==> config.mk <==
export PLATFORM = sky130hd
export DESIGN_NAME = K5Stack10MidiTop
export DESIGN_NICKNAME = d
export VERILOG_FILES = /design/src/verilog/midiPkg.sv /design/src/verilog/resetGen.sv /design/src/verilog/midiRx.sv /design/src/verilog/midiConfig.sv /design/src/verilog/midiParser.sv /design/src/verilog/noteTable.sv /design/src/verilog/K5Stack10MidiTop.sv
export SDC_FILE = /design/constraint.sdc
export NUM_CORES = 1
export LEC_CHECK = 0
export BUFFER_PORTS_ARGS = -buffer_cell sky130_fd_sc_hd__buf_2
export CORE_UTILIZATION = 30
export CTS_CLUSTER_SIZE = 12
export DETAILED_ROUTE_END_ITERATION = 7
export PLACE_DENSITY = 0.53
export SLEW_MARGIN = 20
export SYNTH_ARGS = -nofsm -noshare
export SYNTH_HDL_FRONTEND = slang
export SYNTH_SLANG_ARGS = --single-unit
==> constraint.sdc <==
create_clock -name iMCLK -period 10.45 [get_ports iMCLK]
set_input_delay 0.5225 -clock iMCLK [delete_from_list [all_inputs] [get_ports iMCLK]]
set_output_delay 0.5225 -clock iMCLK [all_outputs]
set_load 0.01 [all_outputs]
==> src/verilog/midiPkg.sv <==
package midiPkg;

	// Serial timing at 50 MHz and 31250 baud
	localparam int bitPeriod = 1600;
	// Sample point inside a bit
	localparam int halfBitPeriod = 800;

	// Controller number for all notes off
	localparam logic [6:0] ccAllNotesOff = 7'd123;

	// Plain vector types
	typedef logic [7:0] midiByteT;
	typedef logic [6:0] noteNumT;
	typedef logic [6:0] velocityT;
	typedef logic [3:0] channelT;
	// 0 to 128 held notes
	typedef logic [7:0] noteCountT;
	// Wide enough for one bit period
	typedef logic [$clog2(bitPeriod)-1:0] bitTimerT;

	// One note event, 15 bits
	typedef struct packed {
		logic     noteOn;
		noteNumT  note;
		velocityT velocity;
	} noteEventT;

	// Channel filter setting
	typedef struct packed {
		channelT channel;
		logic    omni;
	} midiCfgT;

	// Receiver FSM
	typedef enum logic [1:0] {rxIdle, rxStart, rxData, rxStop} rxStateT;

endpackage

==> src/verilog/resetGen.sv <==
`timescale 1ns/1ps

module resetGen (
	input  logic iMCLK,
	input  logic qlocked,
	output logic rnMRST
);

	// First stage of the release synchronizer
	logic rstMeta;

	// Lock loss clears both stages at once
	// Release ripples through on two clock edges
	always_ff @(posedge iMCLK or negedge qlocked)
	begin
		if (!qlocked)
		begin
			rstMeta <= 1'b0;
			rnMRST  <= 1'b0;
		end
		else
		begin
			rstMeta <= 1'b1;
			rnMRST  <= rstMeta;
		end
	end

endmodule

==> src/verilog/midiRx.sv <==
`timescale 1ns/1ps

module midiRx
	import midiPkg::*;
(
	input  logic     iMCLK,
	input  logic     qlocked,
	input  logic     rxLine,
	output midiByteT rxByte,
	output logic     rxValid,
	output logic     rxBusy,
	output logic     framingErr,
	output logic     thruLine
);

	// Synchronizer and edge detect
	logic     lineMeta;
	logic     lineSync;
	logic     linePrev;
	// Bit timing
	rxStateT  state;
	bitTimerT bitTimer;
	logic [2:0] bitIndex;
	midiByteT shiftReg;
	logic     bitDone;
	logic     halfDone;

	// ----------------------------------------------------------------------
	// Line synchronizer
	// ----------------------------------------------------------------------
	// Idle line is high, so reset to 1
	always_ff @(posedge iMCLK or negedge qlocked)
	begin
		if (!qlocked)
		begin
			lineMeta <= 1'b1;
			lineSync <= 1'b1;
			linePrev <= 1'b1;
		end
		else
		begin
			lineMeta <= rxLine;
			lineSync <= lineMeta;
			linePrev <= lineSync;
		end
	end

	// Thru copy of the synchronized line
	assign thruLine = lineSync;

	assign bitDone  = (bitTimer == bitTimerT'(bitPeriod - 1));
	assign halfDone = (bitTimer == bitTimerT'(halfBitPeriod - 1));

	// ----------------------------------------------------------------------
	// Receive FSM
	// ----------------------------------------------------------------------
	always_ff @(posedge iMCLK or negedge qlocked)
	begin
		if (!qlocked)
		begin
			state      <= rxIdle;
			bitTimer   <= '0;
			bitIndex   <= '0;
			rxValid    <= 1'b0;
			framingErr <= 1'b0;
		end
		else
		begin
			rxValid <= 1'b0;
			case (state)
				rxIdle:
				begin
					bitTimer <= '0;
					bitIndex <= '0;
					// Falling edge marks a start bit
					if (linePrev && !lineSync)
						state <= rxStart;
				end
				rxStart:
				begin
					if (halfDone)
					begin
						bitTimer <= '0;
						// Glitch check at mid start bit
						state <= lineSync ? rxIdle : rxData;
					end
					else
						bitTimer <= bitTimer + 1'b1;
				end
				rxData:
				begin
					if (bitDone)
					begin
						bitTimer <= '0;
						bitIndex <= bitIndex + 1'b1;
						if (bitIndex == 3'd7)
							state <= rxStop;
					end
					else
						bitTimer <= bitTimer + 1'b1;
				end
				rxStop:
				begin
					if (bitDone)
					begin
						state <= rxIdle;
						// Low stop bit drops the byte, error is sticky
						if (lineSync)
							rxValid <= 1'b1;
						else
							framingErr <= 1'b1;
					end
					else
						bitTimer <= bitTimer + 1'b1;
				end
				default:
					state <= rxIdle;
			endcase
		end
	end

	// Data bits arrive LSB first
	always_ff @(posedge iMCLK)
	begin
		if (state == rxData && bitDone)
			shiftReg <= {lineSync, shiftReg[7:1]};
	end

	assign rxByte = shiftReg;
	assign rxBusy = (state != rxIdle);

endmodule

==> src/verilog/midiConfig.sv <==
`timescale 1ns/1ps

module midiConfig
	import midiPkg::*;
(
	input  logic    iMCLK,
	input  logic    qlocked,
	input  midiCfgT cfgIn,
	input  logic    loadStrobe,
	output midiCfgT cfg,
	output logic    cfgLoaded
);

	// Strobe synchronizer plus previous value
	logic strobeMeta;
	logic strobeSync;
	logic strobePrev;
	logic strobeRise;

	assign strobeRise = strobeSync && !strobePrev;

	always_ff @(posedge iMCLK or negedge qlocked)
	begin
		if (!qlocked)
		begin
			strobeMeta <= 1'b0;
			strobeSync <= 1'b0;
			strobePrev <= 1'b0;
			// Channel 0, omni off
			cfg        <= '0;
			cfgLoaded  <= 1'b0;
		end
		else
		begin
			strobeMeta <= loadStrobe;
			strobeSync <= strobeMeta;
			strobePrev <= strobeSync;
			// Pins are stable long before the strobe edge
			if (strobeRise)
				cfg <= cfgIn;
			// Table flush for notes of the old filter
			cfgLoaded <= strobeRise;
		end
	end

endmodule

==> src/verilog/midiParser.sv <==
`timescale 1ns/1ps

module midiParser
	import midiPkg::*;
(
	input  logic       iMCLK,
	input  logic       qlocked,
	input  midiByteT   rxByte,
	input  logic       rxValid,
	input  midiCfgT    cfg,
	output noteEventT  noteEvt,
	output logic       evtValid,
	output logic       allOff,
	output noteEventT  lastEvt,
	output logic [8:0] evtCount
);

	// Running status
	midiByteT  statusByte;
	logic      statusValid;
	logic      haveFirst;
	noteNumT   firstData;
	// Byte classes
	logic      isData;
	logic      isRealtime;
	logic      isSystem;
	logic      isChanStatus;
	// Message decode
	logic      oneDataByte;
	logic      chanMatch;
	logic      msgDone;
	logic      acceptNote;
	logic      acceptOff;
	noteEventT newEvt;

	// ----------------------------------------------------------------------
	// Decode
	// ----------------------------------------------------------------------
	always_comb
	begin
		isData       = !rxByte[7];
		isRealtime   = (rxByte >= 8'hF8);
		isSystem     = (rxByte[7:4] == 4'hF) && !isRealtime;
		isChanStatus = rxByte[7] && (rxByte[7:4] != 4'hF);
		// Program change and channel pressure carry one data byte
		oneDataByte  = (statusByte[7:4] == 4'hC) || (statusByte[7:4] == 4'hD);
		chanMatch    = cfg.omni || (channelT'(statusByte[3:0]) == cfg.channel);
		// Second data byte of a two byte message
		msgDone      = rxValid && isData && statusValid && haveFirst && !oneDataByte;
		acceptNote   = msgDone && chanMatch &&
			((statusByte[7:4] == 4'h9) || (statusByte[7:4] == 4'h8));
		acceptOff    = msgDone && chanMatch && (statusByte[7:4] == 4'hB) &&
			(firstData == ccAllNotesOff);
		// Velocity 0 note on counts as release
		newEvt.noteOn   = (statusByte[7:4] == 4'h9) && (rxByte[6:0] != 7'd0);
		newEvt.note     = firstData;
		newEvt.velocity = velocityT'(rxByte[6:0]);
	end

	// ----------------------------------------------------------------------
	// Status tracking and event output
	// ----------------------------------------------------------------------
	always_ff @(posedge iMCLK or negedge qlocked)
	begin
		if (!qlocked)
		begin
			statusByte  <= '0;
			statusValid <= 1'b0;
			haveFirst   <= 1'b0;
			evtValid    <= 1'b0;
			allOff      <= 1'b0;
			lastEvt     <= '0;
			evtCount    <= '0;
		end
		else
		begin
			evtValid <= acceptNote;
			allOff   <= acceptOff;
			if (acceptNote)
			begin
				lastEvt  <= newEvt;
				evtCount <= evtCount + 1'b1;
			end
			// Realtime bytes fall through untouched
			if (rxValid)
			begin
				if (isChanStatus)
				begin
					statusByte  <= rxByte;
					statusValid <= 1'b1;
					haveFirst   <= 1'b0;
				end
				else if (isSystem)
				begin
					statusValid <= 1'b0;
					haveFirst   <= 1'b0;
				end
				else if (isData && statusValid && !oneDataByte)
					haveFirst <= !haveFirst;
			end
		end
	end

	// First data byte, note or controller number
	always_ff @(posedge iMCLK)
	begin
		if (rxValid && isData && !haveFirst)
			firstData <= noteNumT'(rxByte[6:0]);
	end

	// Event payload is the last accepted event
	assign noteEvt = lastEvt;

endmodule

==> src/verilog/noteTable.sv <==
`timescale 1ns/1ps

module noteTable
	import midiPkg::*;
(
	input  logic      iMCLK,
	input  logic      qlocked,
	input  noteEventT noteEvt,
	input  logic      evtValid,
	input  logic      clear,
	output noteCountT activeCount,
	output logic      anyActive,
	output noteNumT   highestNote
);

	// One bit per note number
	logic [127:0] noteBits;

	always_ff @(posedge iMCLK or negedge qlocked)
	begin
		if (!qlocked)
		begin
			noteBits    <= '0;
			activeCount <= '0;
		end
		else if (clear)
		begin
			noteBits    <= '0;
			activeCount <= '0;
		end
		else if (evtValid)
		begin
			// Count moves only on a real change of the bit
			if (noteEvt.noteOn && !noteBits[noteEvt.note])
			begin
				noteBits[noteEvt.note] <= 1'b1;
				activeCount            <= activeCount + 1'b1;
			end
			else if (!noteEvt.noteOn && noteBits[noteEvt.note])
			begin
				noteBits[noteEvt.note] <= 1'b0;
				activeCount            <= activeCount - 1'b1;
			end
		end
	end

	assign anyActive = (activeCount != '0);

	// Highest set bit wins, 0 when empty
	always_comb
	begin
		highestNote = '0;
		for (int i = 0; i < 128; i++)
			if (noteBits[i])
				highestNote = noteNumT'(i);
	end

endmodule

==> src/verilog/K5Stack10MidiTop.sv <==
`timescale 1ns/1ps

module K5Stack10MidiTop
	import midiPkg::*;
(
	// GPIOL
	input  logic [ 5:0] ioGPIOL_I,
	output logic [ 5:0] ioGPIOL_O,
	output logic [ 5:0] ioGPIOL_OE,
	// GPIOR
	input  logic [17:0] ioGPIOR_I,
	output logic [17:0] ioGPIOR_O,
	output logic [17:0] ioGPIOR_OE,
	// GPIOB
	input  logic [23:0] ioGPIOB_I,
	output logic [23:0] ioGPIOB_O,
	output logic [23:0] ioGPIOB_OE,
	// USB UART, MIDI in and thru
	input  logic        iUSB_RX,
	output logic        oUSB_TX,
	// Clock and PLL lock
	input  logic        iMCLK,
	input  logic        qlocked
);

	logic       rnMRST;
	midiByteT   rxByte;
	logic       rxValid;
	logic       rxBusy;
	logic       framingErr;
	midiCfgT    cfgPins;
	midiCfgT    cfg;
	logic       cfgLoaded;
	noteEventT  noteEvt;
	logic       evtValid;
	logic       allOff;
	noteEventT  lastEvt;
	logic [8:0] evtCount;
	noteCountT  activeCount;
	logic       anyActive;
	noteNumT    highestNote;

	// ----------------------------------------------------------------------
	// Reset and MIDI blocks
	// ----------------------------------------------------------------------
	resetGen u_resetGen (
		.iMCLK   (iMCLK),
		.qlocked (qlocked),
		.rnMRST  (rnMRST)
	);

	midiRx u_midiRx (
		.iMCLK      (iMCLK),
		.qlocked    (rnMRST),
		.rxLine     (iUSB_RX),
		.rxByte     (rxByte),
		.rxValid    (rxValid),
		.rxBusy     (rxBusy),
		.framingErr (framingErr),
		.thruLine   (oUSB_TX)
	);

	midiConfig u_midiConfig (
		.iMCLK      (iMCLK),
		.qlocked    (rnMRST),
		.cfgIn      (cfgPins),
		.loadStrobe (ioGPIOL_I[5]),
		.cfg        (cfg),
		.cfgLoaded  (cfgLoaded)
	);

	midiParser u_midiParser (
		.iMCLK    (iMCLK),
		.qlocked  (rnMRST),
		.rxByte   (rxByte),
		.rxValid  (rxValid),
		.cfg      (cfg),
		.noteEvt  (noteEvt),
		.evtValid (evtValid),
		.allOff   (allOff),
		.lastEvt  (lastEvt),
		.evtCount (evtCount)
	);

	// Table flushes on all notes off or a new filter
	noteTable u_noteTable (
		.iMCLK       (iMCLK),
		.qlocked     (rnMRST),
		.noteEvt     (noteEvt),
		.evtValid    (evtValid),
		.clear       (allOff | cfgLoaded),
		.activeCount (activeCount),
		.anyActive   (anyActive),
		.highestNote (highestNote)
	);

	// ----------------------------------------------------------------------
	// Pin map
	// ----------------------------------------------------------------------
	// GPIOL is input only, filter setting and load strobe
	assign cfgPins.channel = channelT'(ioGPIOL_I[3:0]);
	assign cfgPins.omni    = ioGPIOL_I[4];
	assign ioGPIOL_O       = 6'd0;
	assign ioGPIOL_OE      = 6'd0;
	// Status on GPIOR, inputs unused
	assign ioGPIOR_O  = {rxBusy, framingErr, activeCount, anyActive, highestNote};
	assign ioGPIOR_OE = {18{1'b1}};
	// Last event and event count on GPIOB
	assign ioGPIOB_O  = {lastEvt, evtCount};
	assign ioGPIOB_OE = {24{1'b1}};

endmodule

Yosys cells after proc, flatten, opt, wreduce, memory -nomap -nowiden. Cells that the tools add are included.

Memory bits (writable): 0. Logic and storage cells: 270. Memories: 0. Flip-flop bits (word level): 219. Latch bits: 0. Memory bits (read-only): 0.

Shift-type cells: 0. Multipliers: 0. Mux-type cells: 160. Equality and inequality tests: 21. Order comparisons: 3. Divide/modulo/power cells: 0. Bitwise gates (word level): 5. Reductions and logical operators: 47. Add/sub/neg operators: 5.

Operators with widths (count): $mux W128 (4); $mux W7 (64); $mux W6 (32); $and A128 B128 Y128 (1); $not A128 Y128 (1); $or A128 B128 Y128 (1); $mux W5 (16); $pmux W11 S4 (1); $mux W11 (3); $mux W4 (8); $mux W8 (4); $eq A4 B4 Y1 const B (6); $logic_and A1 B1 Y1 (20); $mux W2 (8); $mux W3 (5); $add A11 B1 Y11 const B (1); $eq A11 B10 Y1 const B (1); $eq A11 B11 Y1 const B (1); $mux W1 (11); $ne A2 B1 Y1 const B (5); $reduce_and A2 Y1 (5); $add A9 B1 Y9 const B (1); $add A8 B1 Y8 const B (1); $ge A8 B8 Y1 const B (1); other kinds (26) (40).

Depth between registers and ports, before layout. Gate-level depths: netlist of the first run.

Depth in word-level cells: 127. Gate-level depth with buffers: 18. Mapped depth without buffers: 15.

Cells and area by module. From an unflattened synthesis of the first run, not the netlist that was laid out.

Cell total of the unflattened synthesis: 1611. Area, all modules: 14533.9 um^2.

By module, submodules not included: noteTable (instances 1, sequential area each 3403.3 um^2, area each 10471.3 um^2, cells an instance 1271); midiParser (instances 1, sequential area each 1111.1 um^2, area each 1921.8 um^2, cells an instance 151); midiRx (instances 1, sequential area each 769.5 um^2, area each 1320.0 um^2, cells an instance 110); K5Stack10MidiTop (instances 1, sequential area each 0.0 um^2, area each 441.7 um^2, cells an instance 60); midiConfig (instances 1, sequential area each 225.2 um^2, area each 325.3 um^2, cells an instance 16); resetGen (instances 1, sequential area each 50.0 um^2, area each 53.8 um^2, cells an instance 3).

Worst setup path before layout of the first run. Ideal clock, no wire load.

Kind: reg-to-reg. From: reg, netlist name u_midiParser.lastEvt[7]. To: reg u_noteTable.activeCount[6]. Path buffers: 2. Data arrival time: 3455 ps. Clock period less this slack: 3550 ps. Cell stages (with the launch flop): 18. Setup slack: 6900 ps. Path through: dfrtp_1 buf_4 buf_2 or2_2 a221oi_1 o22ai_1 a2111oi_0 nor4_1 o211ai_1 ha_1 inv_1 ha_1 nor2b_1 o21ai_0 a21oi_1 o21a_1 o21a_1 o31ai_1.

Longest elaborated chain between the ends: 7. Elaborated cells on any way between the ends: 10. Those cells by class: 5 x mux; 5 x reduce/logical.

Ends and longest elaborated chain: $bmux W1 S7 (*) (line noteTable.sv:34, noteTable.sv:39); $mux W1 (implied by the code) (*) (line noteTable.sv:34, noteTable.sv:39); $logic_not A1 Y1 (line noteTable.sv:34) `if (noteEvt.noteOn && !noteBits[noteEvt.note])`; $logic_and A1 B1 Y1 (line noteTable.sv:34); $mux W8 (line noteTable.sv:34); $mux W8 (line noteTable.sv:31) `else if (evtValid)`; $mux W8 (line noteTable.sv:26) `else if (clear)`; to (signal assigned) (line noteTable.sv:37) `activeCount <= activeCount + 1'b1;`; to (signal assigned) (line noteTable.sv:42) `activeCount <= activeCount - 1'b1;`; to (decl) (line noteTable.sv:11) `output noteCountT activeCount,`.

Mark *: on every way between the ends. The rest lies on a longest branch, timed or not. The select of a mux whose other input is x is not followed. A chain may end at the register's enable or synchronous reset.

Worst setup path after layout of the first run.
From: reg, netlist name u_midiParser.lastEvt[8]. To: reg u_noteTable.noteBits[112].

Longest elaborated chain between the ends: 10. Elaborated cells on any way between the ends: 19. Those cells by class: 2 x order compare; 8 x mux; 3 x bitwise; 6 x reduce/logical.

Ends and longest elaborated chain: $lt A7 B8 Y1 (implied by the code) / $ge A7 B1 Y1 (equally long branches) (line noteTable.sv:36, noteTable.sv:41); $logic_and A1 B1 Y1 (implied by the code) (line noteTable.sv:36, noteTable.sv:41); $mux W1 (implied by the code) (line noteTable.sv:36, noteTable.sv:41); $demux W1 S7; $not A128 Y128 (no source line); $and A128 B128 Y128 (no source line); $mux W128 (line noteTable.sv:39) `else if (!noteEvt.noteOn && noteBits[noteEvt.note])`; $mux W128 (line noteTable.sv:34); $mux W128 (line noteTable.sv:31); $mux W128 (line noteTable.sv:26); to (signal assigned) (line noteTable.sv:28) `noteBits <= '0;`; to (signal, indexed assignment) (line noteTable.sv:36) `noteBits[noteEvt.note] <= 1'b1;`; to (signal, indexed assignment) (line noteTable.sv:41) `noteBits[noteEvt.note] <= 1'b0;`; to (decl) (line noteTable.sv:17) `logic [127:0] noteBits;`.

Parallel ways exist; a longest one is shown, timed or not. The select of a mux whose other input is x is not followed.

==> results by group, run 1 <==
Critical path
  – Critical-path maximum fanout: 59
  – Critical path class: flop to flop
  – Kind of end point of the critical path: flop
  – Arr. time, crit path: between 6 and 7 ns
  – Reg2reg setup slack: roughly 4.3 ns
  – Endpoint required time on the critical path: approximately 11 ns
  – Type of origin of the critical path: flop

Yosys
  – Number of enable flip-flop cells after synthesis: 15
  – Synth warn: 0
  – Count of unique library cells instantiated by Yosys: 79
  – Synthesized area per cell: 8.687 um^2
  – Share of flip-flops with an asynchronous set or reset: a little over 90%
  – Share of the yosys chip area belonging to registers: 43.50%
  – Synth Cell Area: ~13000 um^2
  – Register bit count reported by yosys: approximately 220
  – Cell count after synthesis: 1471
  – Top flip-flop cell by instance count after synthesis: dfrtp_1

Floorplanning
  – Overall die height: about 210 um
  – Die span in x: about 210 um
  – Number of top-level design ports: 148
  – Initial cell density of the core: 30.46%
  – Area of the placeable core: ~42000 um^2
  – Total number of placement rows: 75
  – Overall die area: approximately 43000 um^2

CTS
  – CTS-repair resized insts: 0
  – Root buffer cell: clkbuf_16
  – Clock Sink Count: between 200 and 250
  – Post-CTS clock slew at the launch and capture registers of the worst setup and hold paths: around 0.060 ns
  – H-tree depth reported by CTS: 1
  – Clock latency at the later pin of the worst-skew pair: roughly 0.57 ns
  – CTS tree: done
  – Number of buffers on the longest clock path: 3
  – Number of CTS-inserted buffers: 26

Run
  – Max cap viols: 0

Timing
  – Setup repair after global routing missed its margin: false
  – Pins over their slew limit: 0
  – Post-Route Setup TNS: 0 ns
  – Final setup violation count: 0
  – Peak clock frequency supported by timing: approximately 0.16 GHz
  – Transition time at the pin with the least slew margin: roughly 1.2 ns
  – Worst slew slack as a fraction of its limit: 21.43%
  – Final period util: between 50% and 60%
  – Slack of the critical path: around 4.3 ns
  – Final Hold Fails: 0
  – Skew final: about 0.022 ns
  – Final worst path period need: 6.105 ns

Global route
  – Global route total overflow: 0
  – Global-route wire length before repair: 68.44 mm
  – Number of global-route vias before repair: between 10000 and 15000
  – GRT Overall Usage: around 20%
  – Antenna violations before repair: 0
  – Largest net degree at the start of global routing: 158

Finish
  – Final Instance Area: about 14000 um^2
  – Most frequent cells in the layout: 291 x o21ai_0, 199 x dfrtp_1, 165 x a21oi_1, 126 x nand2_1, 92 x nor2_1
  – Number of nets at the end of the flow: 1551
  – Number of fill cells in the layout: between 4000 and 5000
  – Most frequent standard cell in the layout excluding fill and tap cells: o21ai_0
  – Util after Layout: 33.81%
  – Number of antenna diodes: 0
  – Count of placed standard cells in the final layout, fillers left out: ~2000
  – Area growth from synthesis to final layout: 10.98%
  – Layout cell share with drive strength beyond 1: 10.68%

Placed design
  – Number of placed instances with taps included: 1998
  – Last weighted congestion value of the routability-driven placer: ~0.91
  – Detailed Place HPWL: around 27 mm
  – Post-detailed-placement cell area: 13320 um^2
  – Setup WS pre-CTS: roughly 4.5 ns
  – Port bufs: 51

Worst hold path
  – Min-Delay Path Class: primary input to flop

Route
  – First-iteration detailed-routing DRC count: ~1200
  – Detailed-route vias per instance: approximately 5.8
  – DR pass1 iterations: 7
  – Final routed DRC violation total: 0
  – Routed length per placed instance: ~22 um
  – Remaining antenna violation count after routing: 0
  – Total via count after detailed routing: between 10000 and 15000
  – DRT Wirelength: around 44 mm

Power and ir drop
  – Pwr dens: between 100 and 150 nW/um^2
  – Leakage power: about 6.3 nW
  – Maximum VDD drop: about 0.000096 V

Outcome
  – Result of the run: completed
where the power goes:
part,leakage (nW),total [mW],internal [mW],switching (mW)
logic,2.99,0.0808,0.0271,0.0536
clock network,0.413,0.912,0.527,0.385
registers,2.93,0.891,0.868,0.0224
stage by stage:
step                      power, mW  hold slack (ns)
after floorplan              0.9829           0.2269
after global placement       0.9870           0.3079
after detailed placement     0.9883           0.3095
after CTS                     1.909         0.008309
after global routing          1.947          0.02591
final                         1.884          0.04496
cells by family (layout without fill, tap and decap cells):
family | Yosys count | in the layout | synth area share [%]
AND/OR/NAND/NOR | 429 | 429 | 16.59
buffers and inverters | 168 | 152 | 7.020
XOR/XNOR | 25 | 25 | 1.772
AO/OA/AOI/OAI | 576 | 576 | 25.44
multiplexers | 40 | 40 | 4.387
flip-flops | 219 | 219 | 43.50
other | 2 | 55 | 0.05877
adder cells (fa/ha/maj) | 12 | 12 | 1.234
Yosys cell counts, types with 12 or more instances:
cell type	instances	area share, %
and3_1	13	0.64
o31ai_1	13	0.76
nor4_1	43	2.1
buf_4	60	3.5
nor3_1	39	1.5
nor2_1	92	2.7
clkbuf_1	59	1.7
edfxtp_1	15	3.5
or4_1	13	0.76
inv_1	31	0.91
nand2b_1	12	0.59
dfrtp_1	201	39
a21oi_1	165	6.5
a221oi_1	13	0.89
nand4_1	18	0.88
xor2_1	13	0.89
nand3_1	22	0.86
o21ai_0	291	11
nand2_1	127	3.7
nor2b_1	23	1.1
mux2_2	18	1.6
layout make-up:
type                       instances  area (um^2)  area share (%)
tap                              539        674.4           4.756
multi-input combinational       1137         6545           46.15
clock buffer                      37        711.9           5.020
timing repair buffer              71        420.4           2.965
inverter                          33        128.9          0.9088
sequential                       219         5564           39.24
clock inverter                    11        136.4          0.9617
flip-flops by register name, indices dropped and copies added, names as in the netlist, 3 cells and up, named ones only:
register,flops
u_midiConfig.cfg,5
u_midiParser.evtCount,9
u_midiParser.firstData,7
u_midiParser.lastEvt,15
u_midiParser.statusByte,8
u_midiRx.bitIndex,3
u_midiRx.bitTimer,11
u_midiRx.rxByte,8
u_noteTable.activeCount,8
u_noteTable.noteBits,128
final timing paths:
path,from,endpoint,cells past startpoint
worst max-delay path,u_midiParser.lastEvt[8],u_noteTable.noteBits[112],13
worst min-delay path,iUSB_RX,u_midiRx.lineMeta,1
worst max register to register,u_midiParser.lastEvt[8],u_noteTable.noteBits[112],13
worst min register to register,u_resetGen.rnMRST,u_midiConfig.cfg[3],0
max in group asynchronous,u_resetGen.rnMRST,u_noteTable.noteBits[118],1
min in group asynchronous,qlocked,u_resetGen.rnMRST,2
repair_timing:
item	CTS	global route
hold buffers	1	0
buffers inserted	0	0
hold endpoints to repair	2	0
worst max-delay path, stage by stage (launching register included):
cell	delay (ns)
dfrtp_1	0.32
buf_4	0.46
nor2b_1	0.70
a221oi_1	0.21
o221ai_1	0.23
a21oi_1	0.11
nor4_1	0.42
o211ai_1	0.29
ha_1	0.34
nor2b_1	0.38
nand2_4	0.48
nor2_1	0.68
nand2_1	0.90
o21ai_0	0.42
per-layer routing:
metal	vias to the layer above	part of all wire (%)	track usage, %
li1	5366	-	-
met1	5807	45	29.35
met2	536	44	30.26
met3	87	8.0	3.562
met4	0	3.0	6.105
met5	-	0	0
No activity file was read; power rests on OpenSTA's default activity.
==> inputs of run 2 (changes only) <==
--- a/config.mk
+++ b/config.mk
@@ -9,7 +9,7 @@
 export CORE_UTILIZATION = 30
 export CTS_CLUSTER_SIZE = 12
 export DETAILED_ROUTE_END_ITERATION = 7
-export PLACE_DENSITY = 0.53
+export PLACE_DENSITY = 0.54
 export SLEW_MARGIN = 20
 export SYNTH_ARGS = -nofsm -noshare
 export SYNTH_HDL_FRONTEND = slang
==> constraint.sdc (replaced) <==
create_clock -name iMCLK -period 5.1 [get_ports iMCLK]
set_input_delay 0.255 -clock iMCLK [delete_from_list [all_inputs] [get_ports iMCLK]]
set_output_delay 0.255 -clock iMCLK [all_outputs]
set_load 0.01 [all_outputs]
==> run 2 against run 1 <==
Compared with the run above: sequential power is 110% higher; first-iteration DRC count is 2.1% higher; wire length is 2.3% higher; worst setup slack worse by 4.0 ns; critical path depth is 4 higher.
==> results by group, run 2 (synthesis results as in run 1) <==
Critical path
  – Reg2reg setup slack: about 0.32 ns
  – Critical path class: flop to flop
  – Critical-path maximum fanout: 22
  – Slowest stage cell, crit path: dfrtp_1
  – Worst Setup EP: u_noteTable.activeCount[6]
  – Arr. time, crit path: between 5 and 6 ns
  – Kind of end point of the critical path: flop
  – Worst reg-to-reg path cell count: 17
  – FF-to-FF End: u_noteTable.activeCount[6]
  – Type of origin of the critical path: flop
  – Timing startpoint of the critical path: u_midiParser.lastEvt[7]
  – Cells along the critical path: buf_4 -> mux2_2 -> a221oi_1 -> o221ai_1 -> a21oi_1 -> nor4_1 -> buf_4 -> o211ai_1 -> ha_1 -> inv_1 -> ha_1 -> nor2b_1 -> o21ai_0 -> a21oi_1 -> o21a_1 -> o21a_1 -> o31ai_1
  – CP max stage delay: 0.95 ns
  – Endpoint required time on the critical path: 5.55 ns
  – Worst r2r src: u_midiParser.lastEvt[7]

Global route
  – Number of global-route vias before repair: about 11000
  – Global-route wire length before repair: 70.06 mm
  – Largest net degree at the start of global routing: 135
  – GRT Overall Usage: between 20% and 30%
  – Global route total overflow: 0
  – Antenna violations before repair: 0

Finish
  – Most frequent standard cell in the layout excluding fill and tap cells: o21ai_0
  – Number of flip-flops in the largest register: between 100 and 150
  – Most frequent cells in the layout: 291 x o21ai_0, 199 x dfrtp_1, 165 x a21oi_1, 126 x nand2_1, 92 x nor2_1
  – Most flop-heavy register: u_noteTable.noteBits
  – Layout cell share with drive strength beyond 1: a little over an eighth
  – Number of fill cells in the layout: ~4300
  – Top flop regs: u_noteTable.noteBits (128), u_midiParser.lastEvt (15), u_midiRx.bitTimer (11)
  – Final Instance Area: approximately 15000 um^2
  – Number of antenna diodes: 0
  – Count of placed standard cells in the final layout, fillers left out: 2095
  – Area growth from synthesis to final layout: 15.09%
  – Number of nets at the end of the flow: 1600

Route
  – DR pass1 iterations: 5
  – Routed length per placed instance: roughly 22 um
  – Met3 routed wirelength: roughly 3.6 mm
  – DRT Wirelength: between 40 and 50 mm
  – Detailed-route vias per instance: between 5 and 6
  – Total via count after detailed routing: 12070
  – Remaining antenna violation count after routing: 0
  – Final routed DRC violation total: 0
  – First-iteration detailed-routing DRC count: between 1000 and 1500
  – Highest metal layer with signal wires: met4
  – Total routed wire length on the met1 layer: approximately 20 mm
  – Amount of wire on met2 after detailed routing: between 15 and 20 mm

Floorplanning
  – Initial cell density of the core: a little under a third
  – Die span in x: about 210 um
  – Total number of placement rows: 75
  – Overall die height: 208.4 um
  – Area of the placeable core: roughly 42000 um^2
  – Overall die area: roughly 43000 um^2
  – Number of top-level design ports: around 150

Power and ir drop
  – Leakage power: roughly 6.6 nW
  – Int Power: around 3.1 mW
  – Part of the total power dissipated in combinational logic: around 4.2%
  – Switching pwr: 0.9414 mW
  – Maximum VDD drop: approximately 0.00023 V
  – Relative contribution of the clock network to total power: a little over 50%
  – Pwr dens: 278.2 nW/um^2
  – Sequential Power Share: about 45%
  – Switch share: 23.01%

Timing
  – Final worst path period need: 4.779 ns
  – Post-Route Setup TNS: 0 ns
  – Skew final: between 0.02 and 0.025 ns
  – Pins over their slew limit: 0
  – Setup repair after global routing missed its margin: false
  – Worst slew slack as a fraction of its limit: about a fifth
  – Final Hold Fails: 0
  – Transition time at the pin with the least slew margin: about 1.2 ns
  – Final setup violation count: 0
  – Final period util: between 90% and 100%
  – Peak clock frequency supported by timing: between 0.2 and 0.25 GHz

Run
  – Max cap viols: 0

Placed design
  – Last weighted congestion value of the routability-driven placer: roughly 0.96
  – Detailed Place HPWL: ~30 mm
  – Number of placed instances with taps included: between 2000 and 2500
  – Post-detailed-placement cell area: 13660 um^2
  – Port bufs: 51

CTS
  – Clock Sink Count: 219
  – Clock latency at the later pin of the worst-skew pair: 0.56 ns
  – Number of buffers on the longest clock path: 3
  – Root buffer cell: clkbuf_16
  – Post-CTS clock slew at the launch and capture registers of the worst setup and hold paths: around 0.060 ns
  – CTS tree: done
  – Number of CTS-inserted buffers: 26
  – H-tree depth reported by CTS: 1
  – CTS-repair resized insts: 0

Outcome
  – Result of the run: completed

Worst hold path
  – Min-Delay Path Class: primary input to flop
## run 2: through the flow
| stage | util [%] | hold WS [ns] | setup slack (ns) | power (mW) |
|---|---|---|---|---|
| after floorplan | - | -0.04059 | 1.550 | 2.014 |
| after global placement | 32.54 | 0.04042 | 0.5028 | 2.024 |
| after detailed placement | 32.55 | 0.04244 | 0.4381 | 2.028 |
| after CTS | 35.06 | 0.3225 | 0.4281 | 4.134 |
| after global routing | 35.06 | 0.3386 | 0.06270 | 4.223 |
| final | 35.06 | 0.3506 | 0.3209 | 4.091 |
## run 2: timing repair
item | 4_1_cts | 5_1_grt
hold buffers | 9 | 0
endpoints found under the hold margin | 9 | 0
endpoints found under the setup margin | 0 | 0
setup buffers | 0 | 0
## run 2: cell type report
type / instances / area [um^2] / area share, %
Clock buffer: 34 / 730.7 / 4.969
Clock inverter: 13 / 230.2 / 1.565
Inverter: 33 / 128.9 / 0.8763
Multi-Input combinational cell: 1137 / 6545 / 44.50
Sequential cell: 219 / 5564 / 37.83
Tap cell: 539 / 674.4 / 4.586
Timing Repair Buffer: 120 / 833.3 / 5.666
## run 2: critical path, delay by kind of cell, from the launching register on
kind	cells	cell delay (ns)
buffers and inverters	3	0.75
multiplexers	1	0.37
AND/OR/NAND/NOR	2	0.24
adder cells (fa/ha/maj)	2	0.68
AO/OA/AOI/OAI	9	1.65
flip-flops	1	0.95
## run 2: power by group through the flow
stage               registers, mW  clock network [mW]  logic [mW]
global placement             1.86                   0       0.165
floorplan                    1.85                   0       0.162
CTS                          1.83                2.13       0.173
finish                       1.83                2.09       0.171
detailed placement           1.86                   0       0.167
global route                 1.83                2.19       0.196
## run 2: how the worst min path moves through the flow
stage / startpoint / end / slack (ns) / depth (start not counted)
floorplan: qlocked / u_resetGen.rnMRST / -0.04 / 0
global placement: qlocked / u_resetGen.rstMeta / 0.04 / 1
detailed placement: qlocked / u_resetGen.rstMeta / 0.04 / 1
CTS: iUSB_RX / u_midiRx.lineMeta / 0.32 / 2
global route: iUSB_RX / u_midiRx.lineMeta / 0.34 / 2
finish: iUSB_RX / u_midiRx.lineMeta / 0.35 / 2
## run 2: routing by layer
metal / track usage (%) / vias to the layer above
met4: 7.305 / 0
met2: 30.85 / 579
met1: 29.47 / 5928
met3: 3.819 / 99
li1: - / 5464
met5: 0 / -
==> inputs of run 3 (changes only) <==
--- a/config.mk
+++ b/config.mk
@@ -6,10 +6,10 @@
 export NUM_CORES = 1
 export LEC_CHECK = 0
 export BUFFER_PORTS_ARGS = -buffer_cell sky130_fd_sc_hd__buf_2
-export CORE_UTILIZATION = 30
+export CORE_UTILIZATION = 45
 export CTS_CLUSTER_SIZE = 12
 export DETAILED_ROUTE_END_ITERATION = 7
-export PLACE_DENSITY = 0.54
+export PLACE_DENSITY = 0.73
 export SLEW_MARGIN = 20
 export SYNTH_ARGS = -nofsm -noshare
 export SYNTH_HDL_FRONTEND = slang
==> run 3 against run 2 <==
Compared with the run above: first-iteration DRC count up 26%; critical endpoint unchanged; clock-buffer cell count rose by 1; worst setup slack better by 0.15 ns; final area decreased by 3.3%; cell count is 8.8% lower; sequential power barely moved; critical path depth down 2; non-clock buffer count shrank 22.
==> results by group, run 3 (synthesis results as in run 1) <==
Timing
  – Final Hold Fails: 0
  – Final period util: around nine tenths
  – Final setup violation count: 0
  – Peak clock frequency supported by timing: around 0.22 GHz
  – Worst slew slack as a fraction of its limit: a little under a fifth
  – Setup repair after global routing missed its margin: false
  – Pins over their slew limit: 0
  – Final worst path period need: ~4.6 ns
  – Transition time at the pin with the least slew margin: roughly 1.2 ns
  – Hold Slack: 0.01659 ns
  – Post-Route Setup TNS: 0 ns
  – Skew final: about 0.014 ns

Power and ir drop
  – Int Power: just under 3 mW
  – Maximum VDD drop: 0.0002808 V
  – Pwr dens: ~270 nW/um^2
  – Leakage power: ~6.5 nW
  – Relative contribution of the clock network to total power: between 40% and 50%
  – Switching pwr: 0.9108 mW
  – Overall power of the completed layout: 3.830 mW
  – Part of the total power dissipated in combinational logic: roughly 4.5%
  – Switch share: about a quarter
  – Sequential Power Share: roughly 48%

Critical path
  – CP max stage delay: a little under 0.7 ns
  – Top Family by Delay on Critical Path: compound AO/OA/AOI/OAI gates
  – Critical path class: flop to flop
  – Slowest stage cell, crit path: nor2b_1
  – Arr. time, crit path: about 5.1 ns
  – CP Buf/Inv Count: 1
  – Cells along the critical path: nor2b_1 -> a221oi_1 -> o221ai_1 -> a21oi_1 -> nor4_1 -> o211ai_1 -> ha_1 -> inv_1 -> ha_1 -> nor2b_1 -> o21ai_0 -> a21oi_1 -> o21a_1 -> o21a_1 -> o31ai_1
  – Critical-path maximum fanout: 22
  – Type of origin of the critical path: flop
  – Kind of end point of the critical path: flop
  – Endpoint required time on the critical path: approximately 5.6 ns

CTS
  – CTS-repair resized insts: 0
  – Root buffer cell: clkbuf_16
  – H-tree depth reported by CTS: 1
  – Clock latency at the later pin of the worst-skew pair: 0.55 ns
  – Number of CTS-inserted buffers: 25
  – Post-CTS clock slew at the launch and capture registers of the worst setup and hold paths: around 0.060 ns
  – Count of hold-fix buffers inserted at cts: 8
  – Number of post-CTS setup repair buffers: 0
  – Number of buffers on the longest clock path: 3
  – Clock Sink Count: between 200 and 250
  – CTS tree: done

Finish
  – Util after Layout: between 50% and 60%
  – Number of nets at the end of the flow: ~1600
  – Number of flip-flops in the largest register: approximately 130
  – Number of antenna diodes: 0
  – Area growth from synthesis to final layout: 11.33%
  – Top flop regs: u_noteTable.noteBits (128), u_midiParser.lastEvt (15), u_midiRx.bitTimer (11)
  – Most frequent cells in the layout: 291 x o21ai_0, 199 x dfrtp_1, 165 x a21oi_1, 126 x nand2_1, 92 x nor2_1
  – Layout cell share with drive strength beyond 1: 11.88%
  – Most flop-heavy register: u_noteTable.noteBits
  – Most frequent standard cell in the layout excluding fill and tap cells: o21ai_0

Placed design
  – Last weighted congestion value of the routability-driven placer: 0.9840
  – Port bufs: between 50 and 60
  – Detailed Place HPWL: 26.63 mm

Floorplanning
  – Number of top-level design ports: approximately 150
  – Overall die area: about 29000 um^2
  – Initial cell density of the core: a little under half
  – Die span in x: approximately 170 um
  – Area of the placeable core: 27860 um^2
  – Overall die height: approximately 170 um
  – Total number of placement rows: 61

Route
  – Final routed DRC violation total: 0
  – Routed length per placed instance: between 20 and 25 um
  – First-iteration detailed-routing DRC count: 1569
  – DRT Wirelength: 41.41 mm
  – DR pass1 iterations: 5
  – Detailed-route vias per instance: 6.394
  – Total via count after detailed routing: 12210
  – Remaining antenna violation count after routing: 0

Global route
  – Global route total overflow: 0
  – Global-route wire length before repair: about 65 mm
  – Antenna violations before repair: 0
  – GRT Overall Usage: 28.72%
  – Largest net degree at the start of global routing: around 140
  – Number of global-route vias before repair: roughly 11000

Run
  – Max cap viols: 0

Worst hold path
  – Min-Delay Path Class: primary input to async pin

Outcome
  – Result of the run: completed
## run 3: cell count changes in the layout (fill, tap and decap cells not counted), sizes merged
cell         before  now
clkbuf           34   35
buf             111   90
dlygate4sd3       9    8
clkinv            8    7
bufinv            6    2
clkinvlp          0    1
inv              32   33
## run 3: area by class of cell
class | instances | area (um^2)
fill | 2623 | 13630
multi-input combinational | 1137 | 6551
sequential | 219 | 5564
clock buffer | 35 | 713.2
timing repair buffer | 98 | 678.2
tap | 378 | 473.0
inverter | 33 | 128.9
clock inverter | 10 | 117.6
## run 3: metal layers
metal  track usage (%)  share of wire, %  vias up
met2             42.95                43      803
li1                  -                 -     5412
met4             12.38               4.7        0
met5                 0                 0        -
met1             40.08                41     5846
met3             6.153                11      151
## run 3: power groups by stage
stage	clock [mW]	sequential [mW]	combinational, mW
floorplan	0	1.85	0.162
global placement	0	1.85	0.166
detailed placement	0	1.85	0.169
CTS	1.85	1.82	0.176
global route	1.92	1.83	0.199
finish	1.83	1.82	0.174
## run 3: stage by stage
stage / instances / setup WS, ns / area (um^2)
after floorplan: 1524 / 1.550 / 12980
after global placement: 1857 / 0.7749 / 13310
after detailed placement: 1857 / 0.6355 / 13310
after CTS: 1910 / 0.5987 / 14220
after global routing: 1910 / 0.3217 / 14230
final: 1910 / 0.4726 / 14230
## run 3: worst register-to-register path: stages (launching register included)
cell and delay (ns):
dfrtp_2 0.61, nor2b_1 0.70, a221oi_1 0.22, o221ai_1 0.21, a21oi_1 0.11, nor4_1 0.46, o211ai_1 0.27, ha_1 0.31
inv_1 0.24, ha_1 0.34, nor2b_1 0.15, o21ai_0 0.21, a21oi_1 0.14, o21a_1 0.20, o21a_1 0.18, o31ai_1 0.18
## run 3: worst paths after layout
kind / slack, ns / endpoint / from / cells past startpoint
max: 0.47 / u_noteTable.activeCount[6] / u_midiParser.lastEvt[9] / 15
min: 0.02 / u_resetGen.rstMeta / qlocked / 2
max reg2reg: 0.47 / u_noteTable.activeCount[6] / u_midiParser.lastEvt[9] / 15
min reg2reg: 0.20 / u_noteTable.activeCount[0] / u_resetGen.rnMRST / 0
max in group asynchronous: 3.85 / u_midiParser.lastEvt[9] / u_resetGen.rnMRST / 1
min in group iMCLK: 0.35 / u_midiConfig.strobeSync / u_midiConfig.strobeMeta / 0
